**src/rfid_cfg_pkg.sv**
```systemverilog
// configuration encoding of the reader front end
// command opcodes, major modes and configuration word fields
`default_nettype none

package rfid_cfg_pkg;

	// ------------------------------------------------------------
	// command word layout
	// ------------------------------------------------------------

	// a command is 16 bits, with the opcode in the top nibble and data in the low byte
	localparam int cmd_word_bits = 16;
	localparam int cmd_op_lsb = 12;
	localparam int cmd_data_bits = 8;

	// only two opcodes do anything, the rest are dropped by the receiver
	typedef enum logic [3:0] {
		conf_op_write_conf = 4'd1,
		conf_op_write_divisor = 4'd2
	} conf_op_t;

	// ------------------------------------------------------------
	// configuration word layout
	// ------------------------------------------------------------

	// the major mode sits in the top three bits of the configuration word
	localparam int conf_mode_lsb = 5;
	localparam int conf_lf_125khz_bit = 3;
	localparam int conf_hf_shallow_bit = 0;

	// only lf_read and hf_tx have an engine behind them in this design
	typedef enum logic [2:0] {
		mode_lf_read = 3'd0,
		mode_lf_sim = 3'd1,
		mode_hf_tx = 3'd2,
		mode_hf_rx = 3'd3,
		mode_hf_sim = 3'd4,
		mode_hf_14443a = 3'd5,
		mode_unused = 3'd6,
		mode_off = 3'd7
	} major_mode_t;

	// mode bits all ones, so the front end wakes up with every pin off
	localparam logic [7:0] conf_reset_word = 8'hE0;
	localparam logic [7:0] divisor_reset = 8'd0;

endpackage

`default_nettype wire

```
**src/rfid_io_pkg.sv**
```systemverilog
// pin and serial link layout of the reader front end
`default_nettype none

package rfid_io_pkg;

	// one A/D sample per serial burst, shifted out MSB first
	localparam int ssp_sample_bits = 8;
	localparam int ssp_cnt_bits = $clog2(ssp_sample_bits);
	localparam logic [ssp_cnt_bits-1:0] ssp_last_bit = ssp_cnt_bits'(ssp_sample_bits - 1);

	// divisor that gives the 125 kHz antenna clock
	localparam logic [7:0] lf_125khz_divisor = 8'd95;

	// strobe spacing of the hf return path, both powers of two
	localparam int hf_ssp_clk_period = 8;
	localparam int hf_ssp_frame_period = 64;
	localparam int hf_cnt_bits = $clog2(hf_ssp_frame_period);
	localparam logic [hf_cnt_bits-1:0] hf_clk_mask = hf_cnt_bits'(hf_ssp_clk_period - 1);

	// antenna, A/D clock and serial pins driven by each engine
	localparam int pin_count = 10;

endpackage

`default_nettype wire

```
**src/conf_receiver.sv**
```systemverilog
// configuration receiver
// shifts in 16-bit command words and holds the configuration word and divisor
`default_nettype none

module conf_receiver (
	input wire ncs,
	input wire rst_n,
	input wire mosi,
	input wire spi_bit,
	input wire spi_end,
	output rfid_cfg_pkg::major_mode_t major_mode,
	output logic [7:0] divisor,
	output logic lf_use_125khz,
	output logic hf_shallow
);

	logic [rfid_cfg_pkg::cmd_word_bits-1:0] shift_q;
	logic [rfid_cfg_pkg::cmd_data_bits-1:0] conf_q;
	rfid_cfg_pkg::conf_op_t op;

	// the host sends MSB first, so each new bit enters at the bottom
	always_ff @(posedge ncs)
	begin
		if (spi_bit)
		begin
			shift_q <= {shift_q[rfid_cfg_pkg::cmd_word_bits-2:0], mosi};
		end
	end

	// the opcode is whatever sits in the top nibble when the word closes
	assign op = rfid_cfg_pkg::conf_op_t'(
		shift_q[rfid_cfg_pkg::cmd_word_bits-1:rfid_cfg_pkg::cmd_op_lsb]);

	// ------------------------------------------------------------
	// decode on end of word
	// ------------------------------------------------------------

	// unknown opcodes leave both registers as they were
	always_ff @(posedge ncs)
	begin
		if (!rst_n)
		begin
			conf_q <= rfid_cfg_pkg::conf_reset_word;
			divisor <= rfid_cfg_pkg::divisor_reset;
		end
		else if (spi_end)
		begin
			case (op)
				rfid_cfg_pkg::conf_op_write_conf:
				begin
					conf_q <= shift_q[rfid_cfg_pkg::cmd_data_bits-1:0];
				end
				rfid_cfg_pkg::conf_op_write_divisor:
				begin
					divisor <= shift_q[rfid_cfg_pkg::cmd_data_bits-1:0];
				end
				default:
				begin
					conf_q <= conf_q;
				end
			endcase
		end
	end

	// field views of the held word, all straight from the register
	assign major_mode = rfid_cfg_pkg::major_mode_t'(
		conf_q[rfid_cfg_pkg::cmd_data_bits-1:rfid_cfg_pkg::conf_mode_lsb]);
	assign lf_use_125khz = conf_q[rfid_cfg_pkg::conf_lf_125khz_bit];
	assign hf_shallow = conf_q[rfid_cfg_pkg::conf_hf_shallow_bit];

endmodule

`default_nettype wire

```
**src/lf_reader.sv**
```systemverilog
// low-frequency reader engine
// divides the clock for the antenna and A/D, captures samples on rising
// A/D clock ticks and sends each one out as a framed serial burst
`default_nettype none

module lf_reader (
	input wire ncs,
	input wire rst_n,
	input wire [7:0] divisor,
	input wire use_125khz,
	input wire [7:0] adc_d,
	output logic pwr_lo,
	output logic pwr_hi,
	output logic pwr_oe1,
	output logic pwr_oe2,
	output logic pwr_oe3,
	output logic pwr_oe4,
	output logic adc_clk,
	output logic ssp_frame,
	output logic ssp_din,
	output logic ssp_clk
);

	logic [7:0] div_eff;
	logic [7:0] div_cnt;
	logic tick;
	logic adc_clk_q;
	logic capture;
	logic [rfid_io_pkg::ssp_sample_bits-1:0] hold_q;
	logic hold_valid;
	logic [rfid_io_pkg::ssp_sample_bits-1:0] shift_q;
	logic [rfid_io_pkg::ssp_cnt_bits-1:0] bit_cnt;
	logic busy;
	logic last_bit;
	logic start;

	// ------------------------------------------------------------
	// clock divider
	// ------------------------------------------------------------

	// the 125 kHz flag overrides whatever divisor the host wrote
	assign div_eff = use_125khz ? rfid_io_pkg::lf_125khz_divisor : divisor;
	assign tick = (div_cnt == '0);

	// counting D down to zero takes D+1 cycles, one half period of adc_clk
	always_ff @(posedge ncs)
	begin
		if (!rst_n)
		begin
			div_cnt <= '0;
			adc_clk_q <= 1'b0;
		end
		else if (tick)
		begin
			div_cnt <= div_eff;
			adc_clk_q <= !adc_clk_q;
		end
		else
		begin
			div_cnt <= div_cnt - 1'b1;
		end
	end

	// ------------------------------------------------------------
	// sample capture and serializer
	// ------------------------------------------------------------

	// adc_d is taken on the tick that drives adc_clk high
	assign capture = tick && !adc_clk_q;
	assign last_bit = busy && (bit_cnt == rfid_io_pkg::ssp_last_bit);
	// a waiting sample may follow the last bit of a burst back to back
	assign start = hold_valid && (!busy || last_bit);

	// one entry only, so a newer capture simply replaces a waiting one
	always_ff @(posedge ncs)
	begin
		if (capture)
		begin
			hold_q <= adc_d;
		end
	end

	// a capture in the same cycle as a start keeps the slot full
	always_ff @(posedge ncs)
	begin
		if (!rst_n)
		begin
			hold_valid <= 1'b0;
		end
		else if (capture)
		begin
			hold_valid <= 1'b1;
		end
		else if (start)
		begin
			hold_valid <= 1'b0;
		end
	end

	// the shifter runs empty after eight bits, which keeps ssp_din low when idle
	always_ff @(posedge ncs)
	begin
		if (!rst_n)
		begin
			busy <= 1'b0;
			bit_cnt <= '0;
			shift_q <= '0;
		end
		else if (start)
		begin
			busy <= 1'b1;
			bit_cnt <= '0;
			shift_q <= hold_q;
		end
		else if (busy)
		begin
			bit_cnt <= bit_cnt + 1'b1;
			shift_q <= {shift_q[rfid_io_pkg::ssp_sample_bits-2:0], 1'b0};
			if (last_bit)
			begin
				busy <= 1'b0;
			end
		end
	end

	// reader only listens, so the carrier drivers stay off
	assign adc_clk = adc_clk_q;
	assign pwr_lo = adc_clk_q;
	assign pwr_hi = 1'b0;
	assign pwr_oe1 = 1'b0;
	assign pwr_oe2 = 1'b0;
	assign pwr_oe3 = 1'b0;
	assign pwr_oe4 = 1'b0;

	// one ssp_clk strobe per bit, frame marks the MSB
	assign ssp_clk = busy;
	assign ssp_din = shift_q[rfid_io_pkg::ssp_sample_bits-1];
	assign ssp_frame = busy && (bit_cnt == '0);

endmodule

`default_nettype wire

```
**src/hf_reader_tx.sv**
```systemverilog
// high-frequency reader transmit engine
// gates the carrier with the host modulation bit and returns the comparator bit
`default_nettype none

module hf_reader_tx (
	input wire ncs,
	input wire rst_n,
	input wire shallow,
	input wire ssp_dout,
	input wire cross_hi,
	output logic pwr_lo,
	output logic pwr_hi,
	output logic pwr_oe1,
	output logic pwr_oe2,
	output logic pwr_oe3,
	output logic pwr_oe4,
	output logic adc_clk,
	output logic ssp_frame,
	output logic ssp_din,
	output logic ssp_clk
);

	logic carrier_q;
	logic dout_q;
	logic cross_q;
	logic [rfid_io_pkg::hf_cnt_bits-1:0] phase_q;

	// carrier at half the system clock, host pins taken in once
	always_ff @(posedge ncs)
	begin
		if (!rst_n)
		begin
			carrier_q <= 1'b0;
			dout_q <= 1'b0;
			cross_q <= 1'b0;
			phase_q <= '0;
		end
		else
		begin
			carrier_q <= !carrier_q;
			dout_q <= ssp_dout;
			cross_q <= cross_hi;
			phase_q <= phase_q + 1'b1;
		end
	end

	// ------------------------------------------------------------
	// antenna side
	// ------------------------------------------------------------

	// a high modulation bit kills the carrier for the whole bit time
	assign pwr_hi = carrier_q && !dout_q;
	// shallow modulation also detunes through the fourth driver enable
	assign pwr_oe4 = shallow && dout_q;
	assign pwr_lo = 1'b0;
	assign pwr_oe1 = 1'b0;
	assign pwr_oe2 = 1'b0;
	assign pwr_oe3 = 1'b0;
	assign adc_clk = carrier_q;

	// strobes fire at the top of the count, so nothing pulses right after reset
	assign ssp_din = cross_q;
	assign ssp_clk = ((phase_q & rfid_io_pkg::hf_clk_mask) == rfid_io_pkg::hf_clk_mask);
	assign ssp_frame = (phase_q == '1);

endmodule

`default_nettype wire

```
**src/pin_mux.sv**
```systemverilog
// output pin multiplexer
// registers the selected engine's pins, all low in modes without an engine
`default_nettype none

module pin_mux (
	input wire ncs,
	input wire rst_n,
	input wire rfid_cfg_pkg::major_mode_t major_mode,
	input wire lf_pwr_lo,
	input wire lf_pwr_hi,
	input wire lf_pwr_oe1,
	input wire lf_pwr_oe2,
	input wire lf_pwr_oe3,
	input wire lf_pwr_oe4,
	input wire lf_adc_clk,
	input wire lf_ssp_frame,
	input wire lf_ssp_din,
	input wire lf_ssp_clk,
	input wire hf_pwr_lo,
	input wire hf_pwr_hi,
	input wire hf_pwr_oe1,
	input wire hf_pwr_oe2,
	input wire hf_pwr_oe3,
	input wire hf_pwr_oe4,
	input wire hf_adc_clk,
	input wire hf_ssp_frame,
	input wire hf_ssp_din,
	input wire hf_ssp_clk,
	output logic pwr_lo,
	output logic pwr_hi,
	output logic pwr_oe1,
	output logic pwr_oe2,
	output logic pwr_oe3,
	output logic pwr_oe4,
	output logic adc_clk,
	output logic ssp_frame,
	output logic ssp_din,
	output logic ssp_clk
);

	logic [rfid_io_pkg::pin_count-1:0] lf_pins;
	logic [rfid_io_pkg::pin_count-1:0] hf_pins;
	logic [rfid_io_pkg::pin_count-1:0] pins_q;

	// same pin order for both engines and the outputs
	assign lf_pins = {lf_pwr_lo, lf_pwr_hi, lf_pwr_oe1, lf_pwr_oe2, lf_pwr_oe3,
		lf_pwr_oe4, lf_adc_clk, lf_ssp_frame, lf_ssp_din, lf_ssp_clk};
	assign hf_pins = {hf_pwr_lo, hf_pwr_hi, hf_pwr_oe1, hf_pwr_oe2, hf_pwr_oe3,
		hf_pwr_oe4, hf_adc_clk, hf_ssp_frame, hf_ssp_din, hf_ssp_clk};

	// the register hides the mode decode, so a switch cannot leave a runt on the drivers
	always_ff @(posedge ncs)
	begin
		if (!rst_n)
		begin
			pins_q <= '0;
		end
		else
		begin
			case (major_mode)
				rfid_cfg_pkg::mode_lf_read: pins_q <= lf_pins;
				rfid_cfg_pkg::mode_hf_tx: pins_q <= hf_pins;
				// off, unused and the modes without an engine here
				default: pins_q <= '0;
			endcase
		end
	end

	assign {pwr_lo, pwr_hi, pwr_oe1, pwr_oe2, pwr_oe3,
		pwr_oe4, adc_clk, ssp_frame, ssp_din, ssp_clk} = pins_q;

endmodule

`default_nettype wire

```
**src/rfid_frontend.sv**
```systemverilog
// reader front end top level
// configuration receiver, lf and hf engines and the registered pin multiplexer
`default_nettype none

module rfid_frontend (
	input wire ncs,
	input wire rst_n,
	input wire mosi,
	input wire spi_bit,
	input wire spi_end,
	input wire [7:0] adc_d,
	input wire ssp_dout,
	input wire cross_hi,
	output logic pwr_lo,
	output logic pwr_hi,
	output logic pwr_oe1,
	output logic pwr_oe2,
	output logic pwr_oe3,
	output logic pwr_oe4,
	output logic adc_clk,
	output logic ssp_frame,
	output logic ssp_din,
	output logic ssp_clk
);

	rfid_cfg_pkg::major_mode_t major_mode;
	logic [7:0] divisor;
	logic lf_use_125khz;
	logic hf_shallow;

	// ------------------------------------------------------------
	// per engine pin sets
	// ------------------------------------------------------------
	logic lf_pwr_lo;
	logic lf_pwr_hi;
	logic lf_pwr_oe1;
	logic lf_pwr_oe2;
	logic lf_pwr_oe3;
	logic lf_pwr_oe4;
	logic lf_adc_clk;
	logic lf_ssp_frame;
	logic lf_ssp_din;
	logic lf_ssp_clk;
	logic hf_pwr_lo;
	logic hf_pwr_hi;
	logic hf_pwr_oe1;
	logic hf_pwr_oe2;
	logic hf_pwr_oe3;
	logic hf_pwr_oe4;
	logic hf_adc_clk;
	logic hf_ssp_frame;
	logic hf_ssp_din;
	logic hf_ssp_clk;

	conf_receiver u_conf_receiver (
		.ncs(ncs),
		.rst_n(rst_n),
		.mosi(mosi),
		.spi_bit(spi_bit),
		.spi_end(spi_end),
		.major_mode(major_mode),
		.divisor(divisor),
		.lf_use_125khz(lf_use_125khz),
		.hf_shallow(hf_shallow)
	);

	// both engines run all the time, the multiplexer picks one
	lf_reader u_lf_reader (
		.ncs(ncs),
		.rst_n(rst_n),
		.divisor(divisor),
		.use_125khz(lf_use_125khz),
		.adc_d(adc_d),
		.pwr_lo(lf_pwr_lo),
		.pwr_hi(lf_pwr_hi),
		.pwr_oe1(lf_pwr_oe1),
		.pwr_oe2(lf_pwr_oe2),
		.pwr_oe3(lf_pwr_oe3),
		.pwr_oe4(lf_pwr_oe4),
		.adc_clk(lf_adc_clk),
		.ssp_frame(lf_ssp_frame),
		.ssp_din(lf_ssp_din),
		.ssp_clk(lf_ssp_clk)
	);

	hf_reader_tx u_hf_reader_tx (
		.ncs(ncs),
		.rst_n(rst_n),
		.shallow(hf_shallow),
		.ssp_dout(ssp_dout),
		.cross_hi(cross_hi),
		.pwr_lo(hf_pwr_lo),
		.pwr_hi(hf_pwr_hi),
		.pwr_oe1(hf_pwr_oe1),
		.pwr_oe2(hf_pwr_oe2),
		.pwr_oe3(hf_pwr_oe3),
		.pwr_oe4(hf_pwr_oe4),
		.adc_clk(hf_adc_clk),
		.ssp_frame(hf_ssp_frame),
		.ssp_din(hf_ssp_din),
		.ssp_clk(hf_ssp_clk)
	);

	pin_mux u_pin_mux (
		.ncs(ncs),
		.rst_n(rst_n),
		.major_mode(major_mode),
		.lf_pwr_lo(lf_pwr_lo),
		.lf_pwr_hi(lf_pwr_hi),
		.lf_pwr_oe1(lf_pwr_oe1),
		.lf_pwr_oe2(lf_pwr_oe2),
		.lf_pwr_oe3(lf_pwr_oe3),
		.lf_pwr_oe4(lf_pwr_oe4),
		.lf_adc_clk(lf_adc_clk),
		.lf_ssp_frame(lf_ssp_frame),
		.lf_ssp_din(lf_ssp_din),
		.lf_ssp_clk(lf_ssp_clk),
		.hf_pwr_lo(hf_pwr_lo),
		.hf_pwr_hi(hf_pwr_hi),
		.hf_pwr_oe1(hf_pwr_oe1),
		.hf_pwr_oe2(hf_pwr_oe2),
		.hf_pwr_oe3(hf_pwr_oe3),
		.hf_pwr_oe4(hf_pwr_oe4),
		.hf_adc_clk(hf_adc_clk),
		.hf_ssp_frame(hf_ssp_frame),
		.hf_ssp_din(hf_ssp_din),
		.hf_ssp_clk(hf_ssp_clk),
		.pwr_lo(pwr_lo),
		.pwr_hi(pwr_hi),
		.pwr_oe1(pwr_oe1),
		.pwr_oe2(pwr_oe2),
		.pwr_oe3(pwr_oe3),
		.pwr_oe4(pwr_oe4),
		.adc_clk(adc_clk),
		.ssp_frame(ssp_frame),
		.ssp_din(ssp_din),
		.ssp_clk(ssp_clk)
	);

endmodule

`default_nettype wire

```
**config.mk**
```make
export PLATFORM = sky130hd
export DESIGN_NAME = rfid_frontend
export DESIGN_NICKNAME = d
export VERILOG_FILES = /design/src/rfid_cfg_pkg.sv /design/src/rfid_io_pkg.sv /design/src/conf_receiver.sv /design/src/lf_reader.sv /design/src/hf_reader_tx.sv /design/src/pin_mux.sv /design/src/rfid_frontend.sv
export SDC_FILE = /design/constraint.sdc
export NUM_CORES = 1
export LEC_CHECK = 0
export ABC_AREA = 1
export ABC_CLOCK_PERIOD_IN_PS = 4740
export BUFFER_PORTS_ARGS = -buffer_cell sky130_fd_sc_hd__buf_2
export CAP_MARGIN = 10
export CELL_PAD_IN_SITES_DETAIL_PLACEMENT = 0
export CELL_PAD_IN_SITES_GLOBAL_PLACEMENT = 2
export CORE_MARGIN = 5
export CORE_UTILIZATION = 40
export CTS_CLUSTER_SIZE = 28
export DETAILED_ROUTE_END_ITERATION = 10
export HOLD_SLACK_MARGIN = 0.15
export PLACE_DENSITY = 0.89
export SYNTH_ARGS = -nofsm -noshare
export SYNTH_HDL_FRONTEND = slang
export SYNTH_SLANG_ARGS = --single-unit
```
**constraint.sdc**
```tcl
create_clock -name ncs -period 4.74 [get_ports ncs]
set_input_delay 0.711 -clock ncs [delete_from_list [all_inputs] [get_ports ncs]]
set_output_delay 0.711 -clock ncs [all_outputs]
set_load 0.05 [all_outputs]
```
==> results_dict.tcl <==
set metrics [dict create \
    min_period_over_period_pct 38.7 \
    cp_max_fo 8 \
    finalClockSkew_ns 0.0183 \
    dp_slack_ns 2.70 \
    num_rows 31 \
    initial_utilization_pct 40.7 \
    synth_seq_area_share_pct 59.3 \
    io_buffers 21 \
    htree_levels 3 \
    clk_pin_slew_ns 0.08 \
    insertion_delay_ns 0.34 \
    final_hold_viol_count 0 \
    max_freq_mhz 546 \
    drv_cap 0 \
    critical_path_required_ns 4.75 \
    setup_viol 0 \
    wirelength_um 5000 \
    overflow 0 \
    vias 1960 \
    ys_ff_latch 75 \
    p_per_area_mw_per_mm2 547 \
    firstDrtPassIters 4 \
    grt_util_all_layers_pct 12.2 \
    cts_root_buf "clkbuf_8" \
    die_w_um 95.7 \
    drc 0 \
    fin_ws_ns 2.91 \
    cts.sinks 75 \
    cts_buffer_depth 2 \
    cts_inserted_buffers 9 \
    synth_cells 311 \
    die_area_mm2 0.00915 \
    yosysWarnings 0 \
    viasPerCell 4.49 \
    hold_path_class "reg2reg" \
    diodes 0 \
    gp_congestion 0.747 \
    syn_avg_cell_area_um2 9.44 \
    syn2layout_area_growth_pct 11.5 \
    synth_top_area_cell "dfxtp_1" \
    ant_nets 0 \
    cts_resized 0 \
    total_power_mw 1.79 \
    drive_gt1_share_pct 14.8 \
    synthesis.area_mm2 0.00294 \
    critPathLaunchType "flip-flop" \
    drv_slew 0 \
    cts_tree "built" \
    post_cts_buffers 0 \
    worst_slew_pin_slew_ns 0.639 \
    status "finished clean" \
    synthTopCellsByArea "dfxtp_1, edfxtp_1, a21oi_1, inv_1, nand2_1" \
    grt_start_max_net_pins 30 \
    path_class "reg2reg" \
    worstPathArrival_ns 1.84 \
    timing.final.crit_period_ns 1.83 \
    worst_setup_path_end_kind "flip-flop" \
    nets 354 \
    ios 25 \
    tns_ns 0 \
    wl_per_cell_um 11.5 \
    synth_cell_type_count 27 \
    relSlewSlack_pct 57.3 \
    drt_iter0_markers 65 \
    synth_top_area_share_pct 34.8 \
    p_leak_nw 1.39 \
    die_h_um 95.7 \
    hpwl_um 3410 \
    antenna_found_initial 0 \
    core_area_mm2 0.00721 \
    cts-hold-fix-buffers 0 \
    rsz0062_at_grt "false" \
    vdd_drop_max_mv 0.266 \
    grt_pass1_wl_um 8490 \
    grt_pass1_vias 1821 \
]
worst max-delay path, stage by stage, from the launching register on:
cell and delay [ns]:
dfxtp_1 0.32, inv_1 0.12, ha_1 0.20, inv_1 0.06
nor2_2 0.18, nand3_2 0.10, nor2_1 0.16, nand2_1 0.12
inv_1 0.27
state kept, by name (all words and copies together), names as in the netlist, 3 cells and up:
| signal | count |
|---|---|
| u_lf_reader.bit_cnt | 3 |
| u_lf_reader.div_cnt | 8 |
| u_conf_receiver.shift_q | 16 |
| u_lf_reader.shift_q | 8 |
| u_pin_mux.pins_q | 7 |
| u_conf_receiver.divisor | 8 |
| u_conf_receiver.conf_q | 5 |
| u_hf_reader_tx.phase_q | 6 |
| u_lf_reader.hold_q | 8 |
synthesized netlist by cell type:
| cell type | number |
|---|---|
| dfxtp_1 | 51 |
| inv_1 | 46 |
| a21oi_1 | 39 |
| nand2_1 | 34 |
| nor2_1 | 33 |
| edfxtp_1 | 24 |
| o21ai_0 | 21 |
| nand3_1 | 20 |
| ha_1 | 6 |
| buf_2 | 4 |
| buf_6 | 4 |
| nand2_4 | 4 |
| buf_4 | 3 |
| nand3_2 | 3 |
| nand4_1 | 3 |
| o21ai_1 | 3 |
| inv_2 | 2 |
| nor2_4 | 2 |
| a31oi_1 | 1 |
| clkbuf_1 | 1 |
| conb_1 | 1 |
| nand2_2 | 1 |
| nor2_2 | 1 |
| nor2_8 | 1 |
| o211ai_1 | 1 |
| or2_1 | 1 |
| xor2_1 | 1 |
cell type report:
type                    count  area, µm²
fillers                   736       3940
well taps                  99        124
repair buffers             21        105
flip-flops and latches     75       1740
clock inverters             6       65.1
clock buffers              10        128
inverters                  48        180
multi-input cells         178        931
per-stage QoR:
step | hold slack, ns | utilization, % | cells | instance area, µm²
final | 0.417 | 45.4 | 437 | 3270
after global routing | 0.435 | 45.4 | 437 | 3270
after CTS | 0.421 | 45.4 | 437 | 3270
after detailed placement | 0.404 | 42.7 | 421 | 3080
after global placement | 0.405 | 42.7 | 421 | 3080
after floorplan | 0.392 | - | 313 | 2940
metal layers:
| metal | part of all wire [%] | wire (µm) | GRT usage [%] | up-vias |
|---|---|---|---|---|
| met5 | 0 | 0 | 0 | - |
| met1 | 51 | 2560 | 16.7 | 883 |
| met2 | 44 | 2200 | 17.5 | 22 |
| met3 | 3.3 | 165 | 4.10 | 5 |
| li1 | - | - | - | 1050 |
| met4 | 1.6 | 78 | 5.33 | 0 |
report_power, final:
part	switching [mW]	leakage, nW	internal [mW]
clock network	0.230	0.0966	0.244
logic	0.307	0.644	0.160
registers	0.0677	0.647	0.783
path summary, 6_finish.rpt:
kind,end,slack [ns],cells after the start,start
max,u_lf_reader.hold_q[7]$_DFFE_PP_,2.91,8,u_lf_reader.div_cnt[0]$_SDFF_PN0_
min,u_pin_mux.pins_q[8]$_SDFF_PN0_,0.42,1,u_hf_reader_tx.dout_q$_SDFF_PN0_
max reg2reg,u_lf_reader.hold_q[7]$_DFFE_PP_,2.91,8,u_lf_reader.div_cnt[0]$_SDFF_PN0_
min reg2reg,u_pin_mux.pins_q[8]$_SDFF_PN0_,0.42,1,u_hf_reader_tx.dout_q$_SDFF_PN0_
placed cells by master, fill, tap and decap left out, drive strengths merged:
cell type,Yosys,final
a21oi,39,39
a31oi,1,1
buf,11,21
bufinv,0,1
clkbuf,1,10
clkinv,0,3
clkinvlp,0,1
conb,1,3
dfxtp,51,51
edfxtp,24,24
ha,6,6
inv,48,49
nand2,39,39
nand3,23,23
nand4,3,3
nor2,37,37
o211ai,1,1
o21ai,24,24
or2,1,1
xor2,1,1
kinds of logic (layout without fill, tap and decap cells):
family,after synthesis,in the layout,synth area share [%]
AOI/OAI and AO/OA,65,65,11.2
xor gates and xnor gates,1,1,0.298
adders and majority gates,6,6,2.56
buffers and inverters,60,85,9.25
DFF,75,75,59.3
other,1,3,0.128
and+or+nand+nor,103,103,17.3
(Power assumes the default switching activity.)
